## src/wb_pkg.sv

```systemverilog
/*
  wishbone slave definitions
  - address and data widths
  - register map offsets of the command port
*/

`default_nettype none

package wb_pkg;

  localparam int WB_ADDR_W = 8;
  localparam int WB_DATA_W = 32;

  typedef logic [WB_ADDR_W-1:0] wb_addr_t;
  typedef logic [WB_DATA_W-1:0] wb_data_t;

  ////////////////////////////////////////////////////////////
  // register map, byte offsets
  ////////////////////////////////////////////////////////////

  // effective address, low and high word
  localparam wb_addr_t REG_ADDR_LO = 8'h00;
  localparam wb_addr_t REG_ADDR_HI = 8'h04;
  // code [12:0], size [27:16], abort [30:28]
  localparam wb_addr_t REG_CMD     = 8'h08;
  // write pushes staged command, channel in [1:0]
  localparam wb_addr_t REG_GO      = 8'h0C;
  // full flags [3:0], free tag count [11:8]
  localparam wb_addr_t REG_STATUS  = 8'h10;

endpackage

`default_nettype wire

```

## src/afu_pkg.sv

```systemverilog
/*
  accelerator command definitions
  - command field types: code, address, size, tag
  - abort mode encoding
  - channel count, buffer depth and tag pool constants
*/

`default_nettype none

package afu_pkg;

  ////////////////////////////////////////////////////////////
  // command fields
  ////////////////////////////////////////////////////////////

  typedef logic [12:0] cmd_code_t;
  typedef logic [63:0] cmd_addr_t;
  typedef logic [11:0] cmd_size_t;
  typedef logic [7:0]  cmd_tag_t;

  // abort modes, bus encoding
  typedef enum logic [2:0] {
    STRICT = 3'b000,
    ABORT  = 3'b001,
    PAGE   = 3'b010,
    PREF   = 3'b011,
    SPEC   = 3'b100
  } abort_mode_e;

  ////////////////////////////////////////////////////////////
  // channels and buffers
  ////////////////////////////////////////////////////////////

  localparam int NUM_CHANNELS = 4;
  typedef logic [1:0] chan_id_t;

  // entries per channel buffer
  localparam int BUFFER_DEPTH = 4;
  localparam int BUF_PTR_W    = $clog2(BUFFER_DEPTH);
  typedef logic [BUF_PTR_W-1:0] buf_ptr_t;
  // one bit wider, holds 0..BUFFER_DEPTH
  typedef logic [BUF_PTR_W:0]   buf_count_t;

  ////////////////////////////////////////////////////////////
  // tag pool
  ////////////////////////////////////////////////////////////

  // tags 0..TAG_COUNT-1 in use
  localparam int TAG_COUNT = 8;
  localparam int TAG_IDX_W = $clog2(TAG_COUNT);
  typedef logic [TAG_IDX_W-1:0] tag_idx_t;
  // free count, up to TAG_COUNT
  typedef logic [3:0] tag_count_t;

  // idle value on the tag lines
  localparam cmd_tag_t INVALID_TAG = 8'hFF;

endpackage

`default_nettype wire
```

## src/cmd_if.sv

```systemverilog
/*
  internal command handshakes
  - cmd_push_if: command without tag, intake to buffer, buffer to arbiter
  - cmd_issue_if: tagged command, arbiter to issue stage
*/

`timescale 1ns/1ps
`default_nettype none

interface cmd_push_if import afu_pkg::*; ();
  logic        valid;
  logic        ready;
  cmd_code_t   code;
  cmd_addr_t   address;
  cmd_size_t   size;
  abort_mode_e abort;

  // transfer on valid && ready
  modport source (output valid, code, address, size, abort, input ready);
  modport sink   (input valid, code, address, size, abort, output ready);
endinterface

interface cmd_issue_if import afu_pkg::*; ();
  logic        valid;
  logic        ready;
  cmd_code_t   code;
  cmd_addr_t   address;
  cmd_size_t   size;
  abort_mode_e abort;
  cmd_tag_t    tag;

  // ready is the registered enable of the issue stage
  modport source (output valid, code, address, size, abort, tag, input ready);
  modport sink   (input valid, code, address, size, abort, tag, output ready);
endinterface

`default_nettype wire

```

## src/command_top.sv

```systemverilog
/*
  command subsystem top
  - wishbone intake, per-channel buffers, arbiter, issue stage
  - plain ports, interfaces inside
*/

`timescale 1ns/1ps
`default_nettype none

module command_top import afu_pkg::*, wb_pkg::*; (
  input  wire            clock,
  input  wire            rstn,
  input  wire            enable,
  input  wire            wb_cyc,
  input  wire            wb_stb,
  input  wire            wb_we,
  input  wire  wb_addr_t wb_adr,
  input  wire  wb_data_t wb_dat_w,
  output wb_data_t       wb_dat_r,
  output logic           wb_ack,
  output logic           cmd_valid,
  output cmd_code_t      cmd_code,
  output cmd_addr_t      cmd_address,
  output cmd_size_t      cmd_size,
  output abort_mode_e    cmd_abort,
  output cmd_tag_t       cmd_tag,
  output logic           cmd_tag_parity,
  output logic           cmd_code_parity,
  output logic           cmd_address_parity,
  input  wire            resp_valid,
  input  wire  cmd_tag_t resp_tag
);

  // intake to buffers, buffers to arbiter
  cmd_push_if  push_bus [NUM_CHANNELS] ();
  cmd_push_if  head_bus [NUM_CHANNELS] ();
  cmd_issue_if issue_bus ();

  logic [NUM_CHANNELS-1:0] chan_full;
  tag_count_t free_tags;

  command_intake u_intake (
    .clock     (clock),
    .rstn      (rstn),
    .wb_cyc    (wb_cyc),
    .wb_stb    (wb_stb),
    .wb_we     (wb_we),
    .wb_adr    (wb_adr),
    .wb_dat_w  (wb_dat_w),
    .wb_dat_r  (wb_dat_r),
    .wb_ack    (wb_ack),
    .push      (push_bus),
    .chan_full (chan_full),
    .free_tags (free_tags)
  );

  // one buffer per channel
  for (genvar c = 0; c < NUM_CHANNELS; c++) begin : g_buf
    command_buffer u_buffer (
      .clock (clock),
      .rstn  (rstn),
      .push  (push_bus[c]),
      .pop   (head_bus[c]),
      .full  (chan_full[c])
    );
  end

  command_arbiter u_arbiter (
    .clock      (clock),
    .rstn       (rstn),
    .heads      (head_bus),
    .issue      (issue_bus),
    .resp_valid (resp_valid),
    .resp_tag   (resp_tag),
    .free_tags  (free_tags)
  );

  command_control u_control (
    .clock              (clock),
    .rstn               (rstn),
    .enable             (enable),
    .issue              (issue_bus),
    .cmd_valid          (cmd_valid),
    .cmd_code           (cmd_code),
    .cmd_address        (cmd_address),
    .cmd_size           (cmd_size),
    .cmd_abort          (cmd_abort),
    .cmd_tag            (cmd_tag),
    .cmd_tag_parity     (cmd_tag_parity),
    .cmd_code_parity    (cmd_code_parity),
    .cmd_address_parity (cmd_address_parity)
  );

endmodule

`default_nettype wire

```

## src/command_control.sv

```systemverilog
/*
  command issue stage
  - registered enable, offered as ready
  - issue latch with tag
  - odd parity on tag, code, address
  - registered command bus
*/

`timescale 1ns/1ps
`default_nettype none

module command_control import afu_pkg::*; (
  input  wire         clock,
  input  wire         rstn,
  input  wire         enable,
  cmd_issue_if.sink   issue,
  output logic        cmd_valid,
  output cmd_code_t   cmd_code,
  output cmd_addr_t   cmd_address,
  output cmd_size_t   cmd_size,
  output abort_mode_e cmd_abort,
  output cmd_tag_t    cmd_tag,
  output logic        cmd_tag_parity,
  output logic        cmd_code_parity,
  output logic        cmd_address_parity
);

  logic        enable_q;
  logic        issue_fire;
  logic        lat_valid;
  cmd_code_t   lat_code;
  cmd_addr_t   lat_addr;
  cmd_size_t   lat_size;
  abort_mode_e lat_abort;
  cmd_tag_t    lat_tag;
  cmd_tag_t    tag_out;

  assign issue.ready = enable_q;
  assign issue_fire  = issue.valid && issue.ready;
  // idle bus shows the invalid tag
  assign tag_out     = lat_valid ? lat_tag : INVALID_TAG;

  ////////////////////////////////////////////////////////////
  // enable and issue latch
  ////////////////////////////////////////////////////////////

  always_ff @(posedge clock or negedge rstn) begin
    if (!rstn) begin
      enable_q  <= 1'b0;
      lat_valid <= 1'b0;
    end else begin
      enable_q  <= enable;
      lat_valid <= issue_fire;
    end
  end

  always_ff @(posedge clock) begin
    if (issue_fire) begin
      lat_code  <= issue.code;
      lat_addr  <= issue.address;
      lat_size  <= issue.size;
      lat_abort <= issue.abort;
      lat_tag   <= issue.tag;
    end
  end

  ////////////////////////////////////////////////////////////
  // command bus, odd parity
  ////////////////////////////////////////////////////////////

  always_ff @(posedge clock or negedge rstn) begin
    if (!rstn) begin
      cmd_valid      <= 1'b0;
      cmd_tag        <= INVALID_TAG;
      cmd_tag_parity <= ~^INVALID_TAG;
    end else begin
      cmd_valid      <= lat_valid;
      cmd_tag        <= tag_out;
      cmd_tag_parity <= ~^tag_out;
    end
  end

  always_ff @(posedge clock) begin
    cmd_code           <= lat_code;
    cmd_address        <= lat_addr;
    cmd_size           <= lat_size;
    cmd_abort          <= lat_abort;
    cmd_code_parity    <= ~^lat_code;
    cmd_address_parity <= ~^lat_addr;
  end

  a_valid_known: assert property (@(posedge clock) disable iff (!rstn)
    !$isunknown(cmd_valid));

endmodule

`default_nettype wire

```

## src/command_arbiter.sv

```systemverilog
/*
  command arbiter
  - round-robin over the channel buffer heads
  - tag pool, lowest free tag on issue, release on response
  - free tag count for status
*/

`timescale 1ns/1ps
`default_nettype none

module command_arbiter import afu_pkg::*; (
  input  wire            clock,
  input  wire            rstn,
  cmd_push_if.sink       heads [NUM_CHANNELS],
  cmd_issue_if.source    issue,
  input  wire            resp_valid,
  input  wire  cmd_tag_t resp_tag,
  output tag_count_t     free_tags
);

  logic [NUM_CHANNELS-1:0] head_valid;
  cmd_code_t   head_code  [NUM_CHANNELS];
  cmd_addr_t   head_addr  [NUM_CHANNELS];
  cmd_size_t   head_size  [NUM_CHANNELS];
  abort_mode_e head_abort [NUM_CHANNELS];
  chan_id_t    last_grant;
  chan_id_t    sel;
  logic        any_valid;
  logic [TAG_COUNT-1:0] in_use;
  tag_idx_t    free_idx;
  logic        tag_avail;
  logic        issue_fire;
  tag_idx_t    resp_idx;

  // gather heads, pop only the granted channel
  for (genvar c = 0; c < NUM_CHANNELS; c++) begin : g_heads
    assign head_valid[c] = heads[c].valid;
    assign head_code[c]  = heads[c].code;
    assign head_addr[c]  = heads[c].address;
    assign head_size[c]  = heads[c].size;
    assign head_abort[c] = heads[c].abort;
    assign heads[c].ready = issue_fire && (sel == chan_id_t'(c));
  end

  ////////////////////////////////////////////////////////////
  // round-robin select
  ////////////////////////////////////////////////////////////

  // search starts one past the last grant, wraps on chan_id_t
  always_comb begin
    chan_id_t cand;
    sel       = last_grant;
    any_valid = 1'b0;
    for (int i = 1; i <= NUM_CHANNELS; i++) begin
      cand = last_grant + chan_id_t'(i);
      if (!any_valid && head_valid[cand]) begin
        sel       = cand;
        any_valid = 1'b1;
      end
    end
  end

  ////////////////////////////////////////////////////////////
  // tag pool
  ////////////////////////////////////////////////////////////

  // lowest free tag wins, downward scan
  always_comb begin
    free_idx  = '0;
    tag_avail = 1'b0;
    free_tags = '0;
    for (int t = TAG_COUNT - 1; t >= 0; t--) begin
      if (!in_use[t]) begin
        free_idx  = tag_idx_t'(t);
        tag_avail = 1'b1;
        free_tags = free_tags + 1'b1;
      end
    end
  end

  // grant only with a tag and a ready issue stage
  assign issue.valid   = any_valid && tag_avail && issue.ready;
  assign issue_fire    = issue.valid && issue.ready;
  assign issue.code    = head_code[sel];
  assign issue.address = head_addr[sel];
  assign issue.size    = head_size[sel];
  assign issue.abort   = head_abort[sel];
  assign issue.tag     = cmd_tag_t'(free_idx);

  assign resp_idx = tag_idx_t'(resp_tag);

  always_ff @(posedge clock or negedge rstn) begin
    if (!rstn) begin
      // channel 0 first after reset
      last_grant <= chan_id_t'(NUM_CHANNELS - 1);
      in_use     <= '0;
    end else begin
      if (issue_fire) last_grant <= sel;
      // freed tag usable next cycle
      if (resp_valid) in_use[resp_idx] <= 1'b0;
      if (issue_fire) in_use[free_idx] <= 1'b1;
    end
  end

  // response names an outstanding tag
  a_resp_tag: assert property (@(posedge clock) disable iff (!rstn)
    resp_valid |-> (resp_tag < TAG_COUNT) && in_use[resp_idx]);

  // issued tag not outstanding
  a_issue_tag: assert property (@(posedge clock) disable iff (!rstn)
    issue_fire |-> !in_use[free_idx]);

endmodule

`default_nettype wire

```

## src/command_buffer.sv

```systemverilog
/*
  per-channel command buffer
  - BUFFER_DEPTH entry FIFO with count register
  - head visible the cycle after a push
*/

`timescale 1ns/1ps
`default_nettype none

module command_buffer import afu_pkg::*; (
  input  wire        clock,
  input  wire        rstn,
  cmd_push_if.sink   push,
  cmd_push_if.source pop,
  output logic       full
);

  cmd_code_t   mem_code  [BUFFER_DEPTH];
  cmd_addr_t   mem_addr  [BUFFER_DEPTH];
  cmd_size_t   mem_size  [BUFFER_DEPTH];
  abort_mode_e mem_abort [BUFFER_DEPTH];
  buf_ptr_t    wr_ptr;
  buf_ptr_t    rd_ptr;
  buf_count_t  count;
  logic        push_fire;
  logic        pop_fire;

  function automatic buf_ptr_t next_ptr(input buf_ptr_t p);
    return (p == buf_ptr_t'(BUFFER_DEPTH - 1)) ? '0 : p + 1'b1;
  endfunction

  assign full       = (count == buf_count_t'(BUFFER_DEPTH));
  assign push.ready = !full;
  assign push_fire  = push.valid && push.ready;
  assign pop_fire   = pop.valid && pop.ready;

  // head of queue
  assign pop.valid   = (count != '0);
  assign pop.code    = mem_code[rd_ptr];
  assign pop.address = mem_addr[rd_ptr];
  assign pop.size    = mem_size[rd_ptr];
  assign pop.abort   = mem_abort[rd_ptr];

  // storage
  always_ff @(posedge clock) begin
    if (push_fire) begin
      mem_code[wr_ptr]  <= push.code;
      mem_addr[wr_ptr]  <= push.address;
      mem_size[wr_ptr]  <= push.size;
      mem_abort[wr_ptr] <= push.abort;
    end
  end

  // pointers and fill level
  always_ff @(posedge clock or negedge rstn) begin
    if (!rstn) begin
      wr_ptr <= '0;
      rd_ptr <= '0;
      count  <= '0;
    end else begin
      if (push_fire) wr_ptr <= next_ptr(wr_ptr);
      if (pop_fire)  rd_ptr <= next_ptr(rd_ptr);
      case ({push_fire, pop_fire})
        2'b10:   count <= count + 1'b1;
        2'b01:   count <= count - 1'b1;
        default: ;
      endcase
    end
  end

  // no push taken while full
  a_no_push_full: assert property (@(posedge clock) disable iff (!rstn)
    push_fire |-> count < buf_count_t'(BUFFER_DEPTH));

endmodule

`default_nettype wire

```

## src/command_intake.sv

```systemverilog
/*
  command intake
  - wishbone classic slave, one-cycle ack
  - staging registers for address, code, size, abort
  - go write pushes to the selected channel, ack waits for room
  - status read of full flags and free tags
*/

`timescale 1ns/1ps
`default_nettype none

module command_intake import afu_pkg::*, wb_pkg::*; (
  input  wire              clock,
  input  wire              rstn,
  input  wire              wb_cyc,
  input  wire              wb_stb,
  input  wire              wb_we,
  input  wire  wb_addr_t   wb_adr,
  input  wire  wb_data_t   wb_dat_w,
  output wb_data_t         wb_dat_r,
  output logic             wb_ack,
  cmd_push_if.source       push [NUM_CHANNELS],
  input  wire  [NUM_CHANNELS-1:0] chan_full,
  input  wire  tag_count_t free_tags
);

  cmd_addr_t   stage_addr;
  cmd_code_t   stage_code;
  cmd_size_t   stage_size;
  abort_mode_e stage_abort;
  logic        access;
  logic        wr_access;
  logic        go_req;
  chan_id_t    go_chan;
  logic [NUM_CHANNELS-1:0] chan_ready;
  wb_data_t    rd_data;

  // new cycle only, the ack cycle is not a second access
  assign access    = wb_cyc && wb_stb && !wb_ack;
  assign wr_access = access && wb_we;
  assign go_req    = wr_access && (wb_adr == REG_GO);
  assign go_chan   = chan_id_t'(wb_dat_w[1:0]);

  ////////////////////////////////////////////////////////////
  // staging registers
  ////////////////////////////////////////////////////////////

  always_ff @(posedge clock) begin
    if (wr_access) begin
      case (wb_adr)
        REG_ADDR_LO: stage_addr[31:0]  <= wb_dat_w;
        REG_ADDR_HI: stage_addr[63:32] <= wb_dat_w;
        REG_CMD: begin
          stage_code  <= wb_dat_w[12:0];
          stage_size  <= wb_dat_w[27:16];
          stage_abort <= abort_mode_e'(wb_dat_w[30:28]);
        end
        default: ;
      endcase
    end
  end

  ////////////////////////////////////////////////////////////
  // push to channels
  ////////////////////////////////////////////////////////////

  // master holds stb until ack, so valid and fields stay put
  for (genvar c = 0; c < NUM_CHANNELS; c++) begin : g_push
    assign push[c].valid   = go_req && (go_chan == chan_id_t'(c));
    assign push[c].code    = stage_code;
    assign push[c].address = stage_addr;
    assign push[c].size    = stage_size;
    assign push[c].abort   = stage_abort;
    assign chan_ready[c]   = push[c].ready;
  end

  // read mux
  always_comb begin
    rd_data = '0;
    case (wb_adr)
      REG_ADDR_LO: rd_data = stage_addr[31:0];
      REG_ADDR_HI: rd_data = stage_addr[63:32];
      REG_CMD: begin
        rd_data[12:0]  = stage_code;
        rd_data[27:16] = stage_size;
        rd_data[30:28] = stage_abort;
      end
      REG_STATUS: begin
        rd_data[NUM_CHANNELS-1:0] = chan_full;
        rd_data[11:8]             = free_tags;
      end
      default: ;
    endcase
  end

  // ack next cycle, go stalls while its channel is full
  always_ff @(posedge clock or negedge rstn) begin
    if (!rstn) begin
      wb_ack   <= 1'b0;
      wb_dat_r <= '0;
    end else begin
      wb_ack <= access && (!go_req || chan_ready[go_chan]);
      if (access && !wb_we) begin
        wb_dat_r <= rd_data;
      end
    end
  end

endmodule

`default_nettype wire

```

## config.mk

```make
export PLATFORM = sky130hd
export DESIGN_NAME = command_top
export DESIGN_NICKNAME = d
export VERILOG_FILES = /design/src/wb_pkg.sv /design/src/afu_pkg.sv /design/src/cmd_if.sv /design/src/command_top.sv /design/src/command_control.sv /design/src/command_arbiter.sv /design/src/command_buffer.sv /design/src/command_intake.sv
export SDC_FILE = /design/constraint.sdc
export NUM_CORES = 2
export LEC_CHECK = 0
export BUFFER_PORTS_ARGS = -buffer_cell sky130_fd_sc_hd__buf_2
export CAP_MARGIN = 20
export CORE_UTILIZATION = 34
export CTS_CLUSTER_SIZE = 30
export DETAILED_ROUTE_END_ITERATION = 8
export HOLD_SLACK_MARGIN = 0.02
export SLEW_MARGIN = 20
export SYNTH_ARGS = -nofsm -noshare
export SYNTH_HDL_FRONTEND = slang
export SYNTH_SLANG_ARGS = --single-unit
```

## constraint.sdc

```tcl
create_clock -name clock -period 17.9 [get_ports clock]
set_input_delay 0.895 -clock clock [delete_from_list [all_inputs] [get_ports clock]]
set_output_delay 0.895 -clock clock [all_outputs]
set_load 0.01 [all_outputs]
```

==> out/metrics.yaml <==
status:
  status: "finished clean"
cts:
  cts.sinks: 1832
  cts_tree: "yes"
  postCtsSetupRepairBufs: 0
  postCtsHoldBufs: 0
  clkLatencyLatePin_ns: 0.84
  cts_buffers: 184
  cts-resized-gates: 0
  root_buffer: "clkbuf_16"
  clk_pin_slew_worst_paths_ns: 0.06
  h-tree-depth: 4
  clk_path_buf_depth: 3
final_layout:
  syn_to_final_growth_pct: 15.2
  seqCellArea_sq_mm: 0.0537
  drive_gt1_frac: 0.251
  final_nets: 3727
  design_area_sq_mm: 0.0795
  nFillCells: 18000
  multi_input_area_sq_mm: 0.0147
synthesis:
  ys_types: 62
  synth_edf_count: 1659
  synth_area_sq_mm: 0.0691
  synth_nets: 3466
  ys_top_cells_by_area: "edfxtp_1 72%, mux4_2 12%, dfxtp_1 2.7%"
  synthCells: 3374
  ys.flop_type: "edfxtp_1"
  ys.warnings.count: 0
  synth_top_area_share: 0.721
  syn_avg_cell_area_sq_um: 20.5
  synth-seq-cells: 1832
  yosysSeqAreaShare: 0.777
  ys_async_sr_fraction: 0.0431
  synth_top_area_cell: "edfxtp_1"
detailed_routing:
  via_per_inst: 5.28
  drtIter0Drc: 3361
  wl_mm: 184
  drcViolationCount: 0
  drt-pass1-iter-count: 5
  num_vias: 34200
  wire_per_inst_um: 28.4
  ant_nets: 0
pwr:
  p_switching_mw: 3.67
  powerDensity_mw_per_mm2: 151
  p_int_mw: 8.34
  p_clk_frac: 0.325
  p_comb_frac: 0.237
  netSwitchingFraction: 0.305
  seq_power_share: 0.438
  power.leakage_nw: 25.4
  peakVddDrop_mv: 0.226
grt:
  antenna_found_initial: 14
  grt_use_total: 0.179
  grt_pass1_wl_mm: 259
  grt_pass1_vias: 34800
  grt_max_degree: 132
  grt-ovfl-total: 0
timing:
  setup_viol: 0
  grt_setup_unrepaired: "false"
  fmax_mhz: 187
  period_needed_ns: 5.36
  fin_setup_tns_ns: 0
  post-route-period-util: 0.299
  worstMarginPinSlew_ns: 1.28
  hold_viol: 0
  slew_viol_final: 0
  relSlewSlack: 0.144
  fin_skew_ns: 0.0491
worst_setup_path:
  required_ns: 18.33
  worstPathArrival_ns: 5.79
  worstPathMaxFanout: 37
  cp-end-kind: "register"
  cp-start-kind: "register"
  critPathKind: "reg -> reg"
floorplan:
  io-pin-count: 192
  rows: 165
  die_x_um: 453
  die_h_um: 453
  fp.dieArea_sq_mm: 0.205
  fp.coreArea_sq_mm: 0.202
  start_util: 0.342
place:
  io_buffers: 186
  placed_area_sq_mm: 0.0733
  routabilityCongestion: 0.801
  place.detailed.hpwl_mm: 103
worst_hold_path:
  hold_path_class: "in -> async"
flow_run:
  drv_cap: 0
[per-layer routing]
metal,wire length (um),global-route usage,up-vias
li1,-,-,14200
met4,8900,0.0797,0
met3,10800,0.0266,320
met5,0,0,-
met1,70900,0.221,18400
met2,93300,0.309,1335
[state kept, by name (all words and copies together) (netlist names), 4 cells and up]
register,cells
u_intake.wb_dat_r,32
u_intake.push.address,64
g_buf.u_buffer.rd_ptr,8
u_control.cmd_tag,4
u_control.lat_addr,64
u_control.cmd_address,64
g_buf.u_buffer.mem_addr,1024
u_control.lat_size,12
u_intake.push.code,13
u_control.cmd_size,12
u_control.cmd_code,13
u_intake.push.size,12
g_buf.u_buffer.wr_ptr,8
g_buf.u_buffer.mem_size,192
g_buf.u_buffer.mem_code,208
g_buf.u_buffer.count,12
u_control.lat_code,13
u_arbiter.in_use,8
g_buf.u_buffer.mem_abort,48
[critical path, cell delays in order (launching register included)]
cell and delay (ns):
dfrtp_1 0.38, nand4b_1 0.71, nor3_1 0.52, nand3_1 0.19, nor4b_2 0.94, and2_4 0.60, buf_4 0.65, buf_4 0.79
[per-stage QoR]
stage	utilization	instances	hold slack [ns]	worst slack (ns)	power [mW]
4_1_cts	0.393	6462	0.0251	12.50	12.2
3_3_place_gp	0.363	6118	0.330	12.08	8.25
2_1_floorplan	-	3374	0.323	9.95	7.05
3_5_place_dp	0.363	6118	0.328	12.02	8.25
5_1_grt	0.394	6472	0.0608	12.46	12.5
6_report	0.394	6479	0.0614	12.54	12.0
[area by class of cell]
type / instances / share of cell area
diodes: 14 / 0.000440
clock buffers: 240 / 0.0633
clock inverters: 104 / 0.0140
inverters: 35 / 0.00165
multi-input cells: 1331 / 0.184
flip-flops and latches: 1832 / 0.675
well taps: 2672 / 0.0420
repair buffers: 251 / 0.0188
[path summary, 6_finish.rpt]
kind                                            start                                end  slack, ns  depth (start not counted)
worst max register to register        u_intake.wb_ack  g_buf[1].u_buffer.mem_addr[3][48]      12.54                          7
max in group asynchronous                        rstn        g_buf[2].u_buffer.rd_ptr[0]      16.65                          2
worst max-delay path                  u_intake.wb_ack  g_buf[1].u_buffer.mem_addr[3][48]      12.54                          7
min in group clock                             enable              u_control.issue.ready       0.20                          1
worst min register to register  u_control.lat_size[7]              u_control.cmd_size[7]       0.32                          0
worst min-delay path                             rstn                u_control.cmd_valid       0.06                          1
[kinds of logic after synthesis]
family                     share of synthesized area
AOI/OAI and AO/OA                             0.0313
muxes                                          0.126
and+or+nand+nor                               0.0320
adders and majority gates                    0.00714
xor gates and xnor gates                      0.0143
buffers and inverters                         0.0120
DFF                                            0.777
[layout by cell type (no fill, tap or decap), types with 27 or more instances in the layout]
cell type	instances
buf_4	61
clkbuf_1	40
mux4_2	369
nand2_1	249
ha_1	33
dfxtp_1	94
dfrtp_1	64
o21ai_0	60
xnor2_1	80
mux2i_1	29
clkinv_2	33
inv_1	34
and2_1	93
a211oi_1	94
clkinv_1	31
clkbuf_16	189
edfxtp_1	1659
a31oi_1	97
nor2_1	27
buf_2	185
[synth_stat cells (27+ instances only)]
master	number
edfxtp_1	1659
dfrtp_1	72
mux2i_1	29
clkbuf_1	148
inv_1	34
and2_1	109
ha_1	33
mux4_2	369
nand2_1	249
a211oi_1	94
o21ai_0	61
xnor2_1	80
dfxtp_1	94
nor2_1	27
a31oi_1	97
[power by group through the flow]
stage | sequential, mW | combinational (mW) | clock (mW)
floorplan | 5.21 | 1.85 | 0
global placement | 5.36 | 2.88 | 0
detailed placement | 5.36 | 2.89 | 0
CTS | 5.27 | 2.91 | 3.98
global route | 5.29 | 3.05 | 4.13
finish | 5.26 | 2.84 | 3.91
No activity file was read; power rests on OpenSTA's default activity.
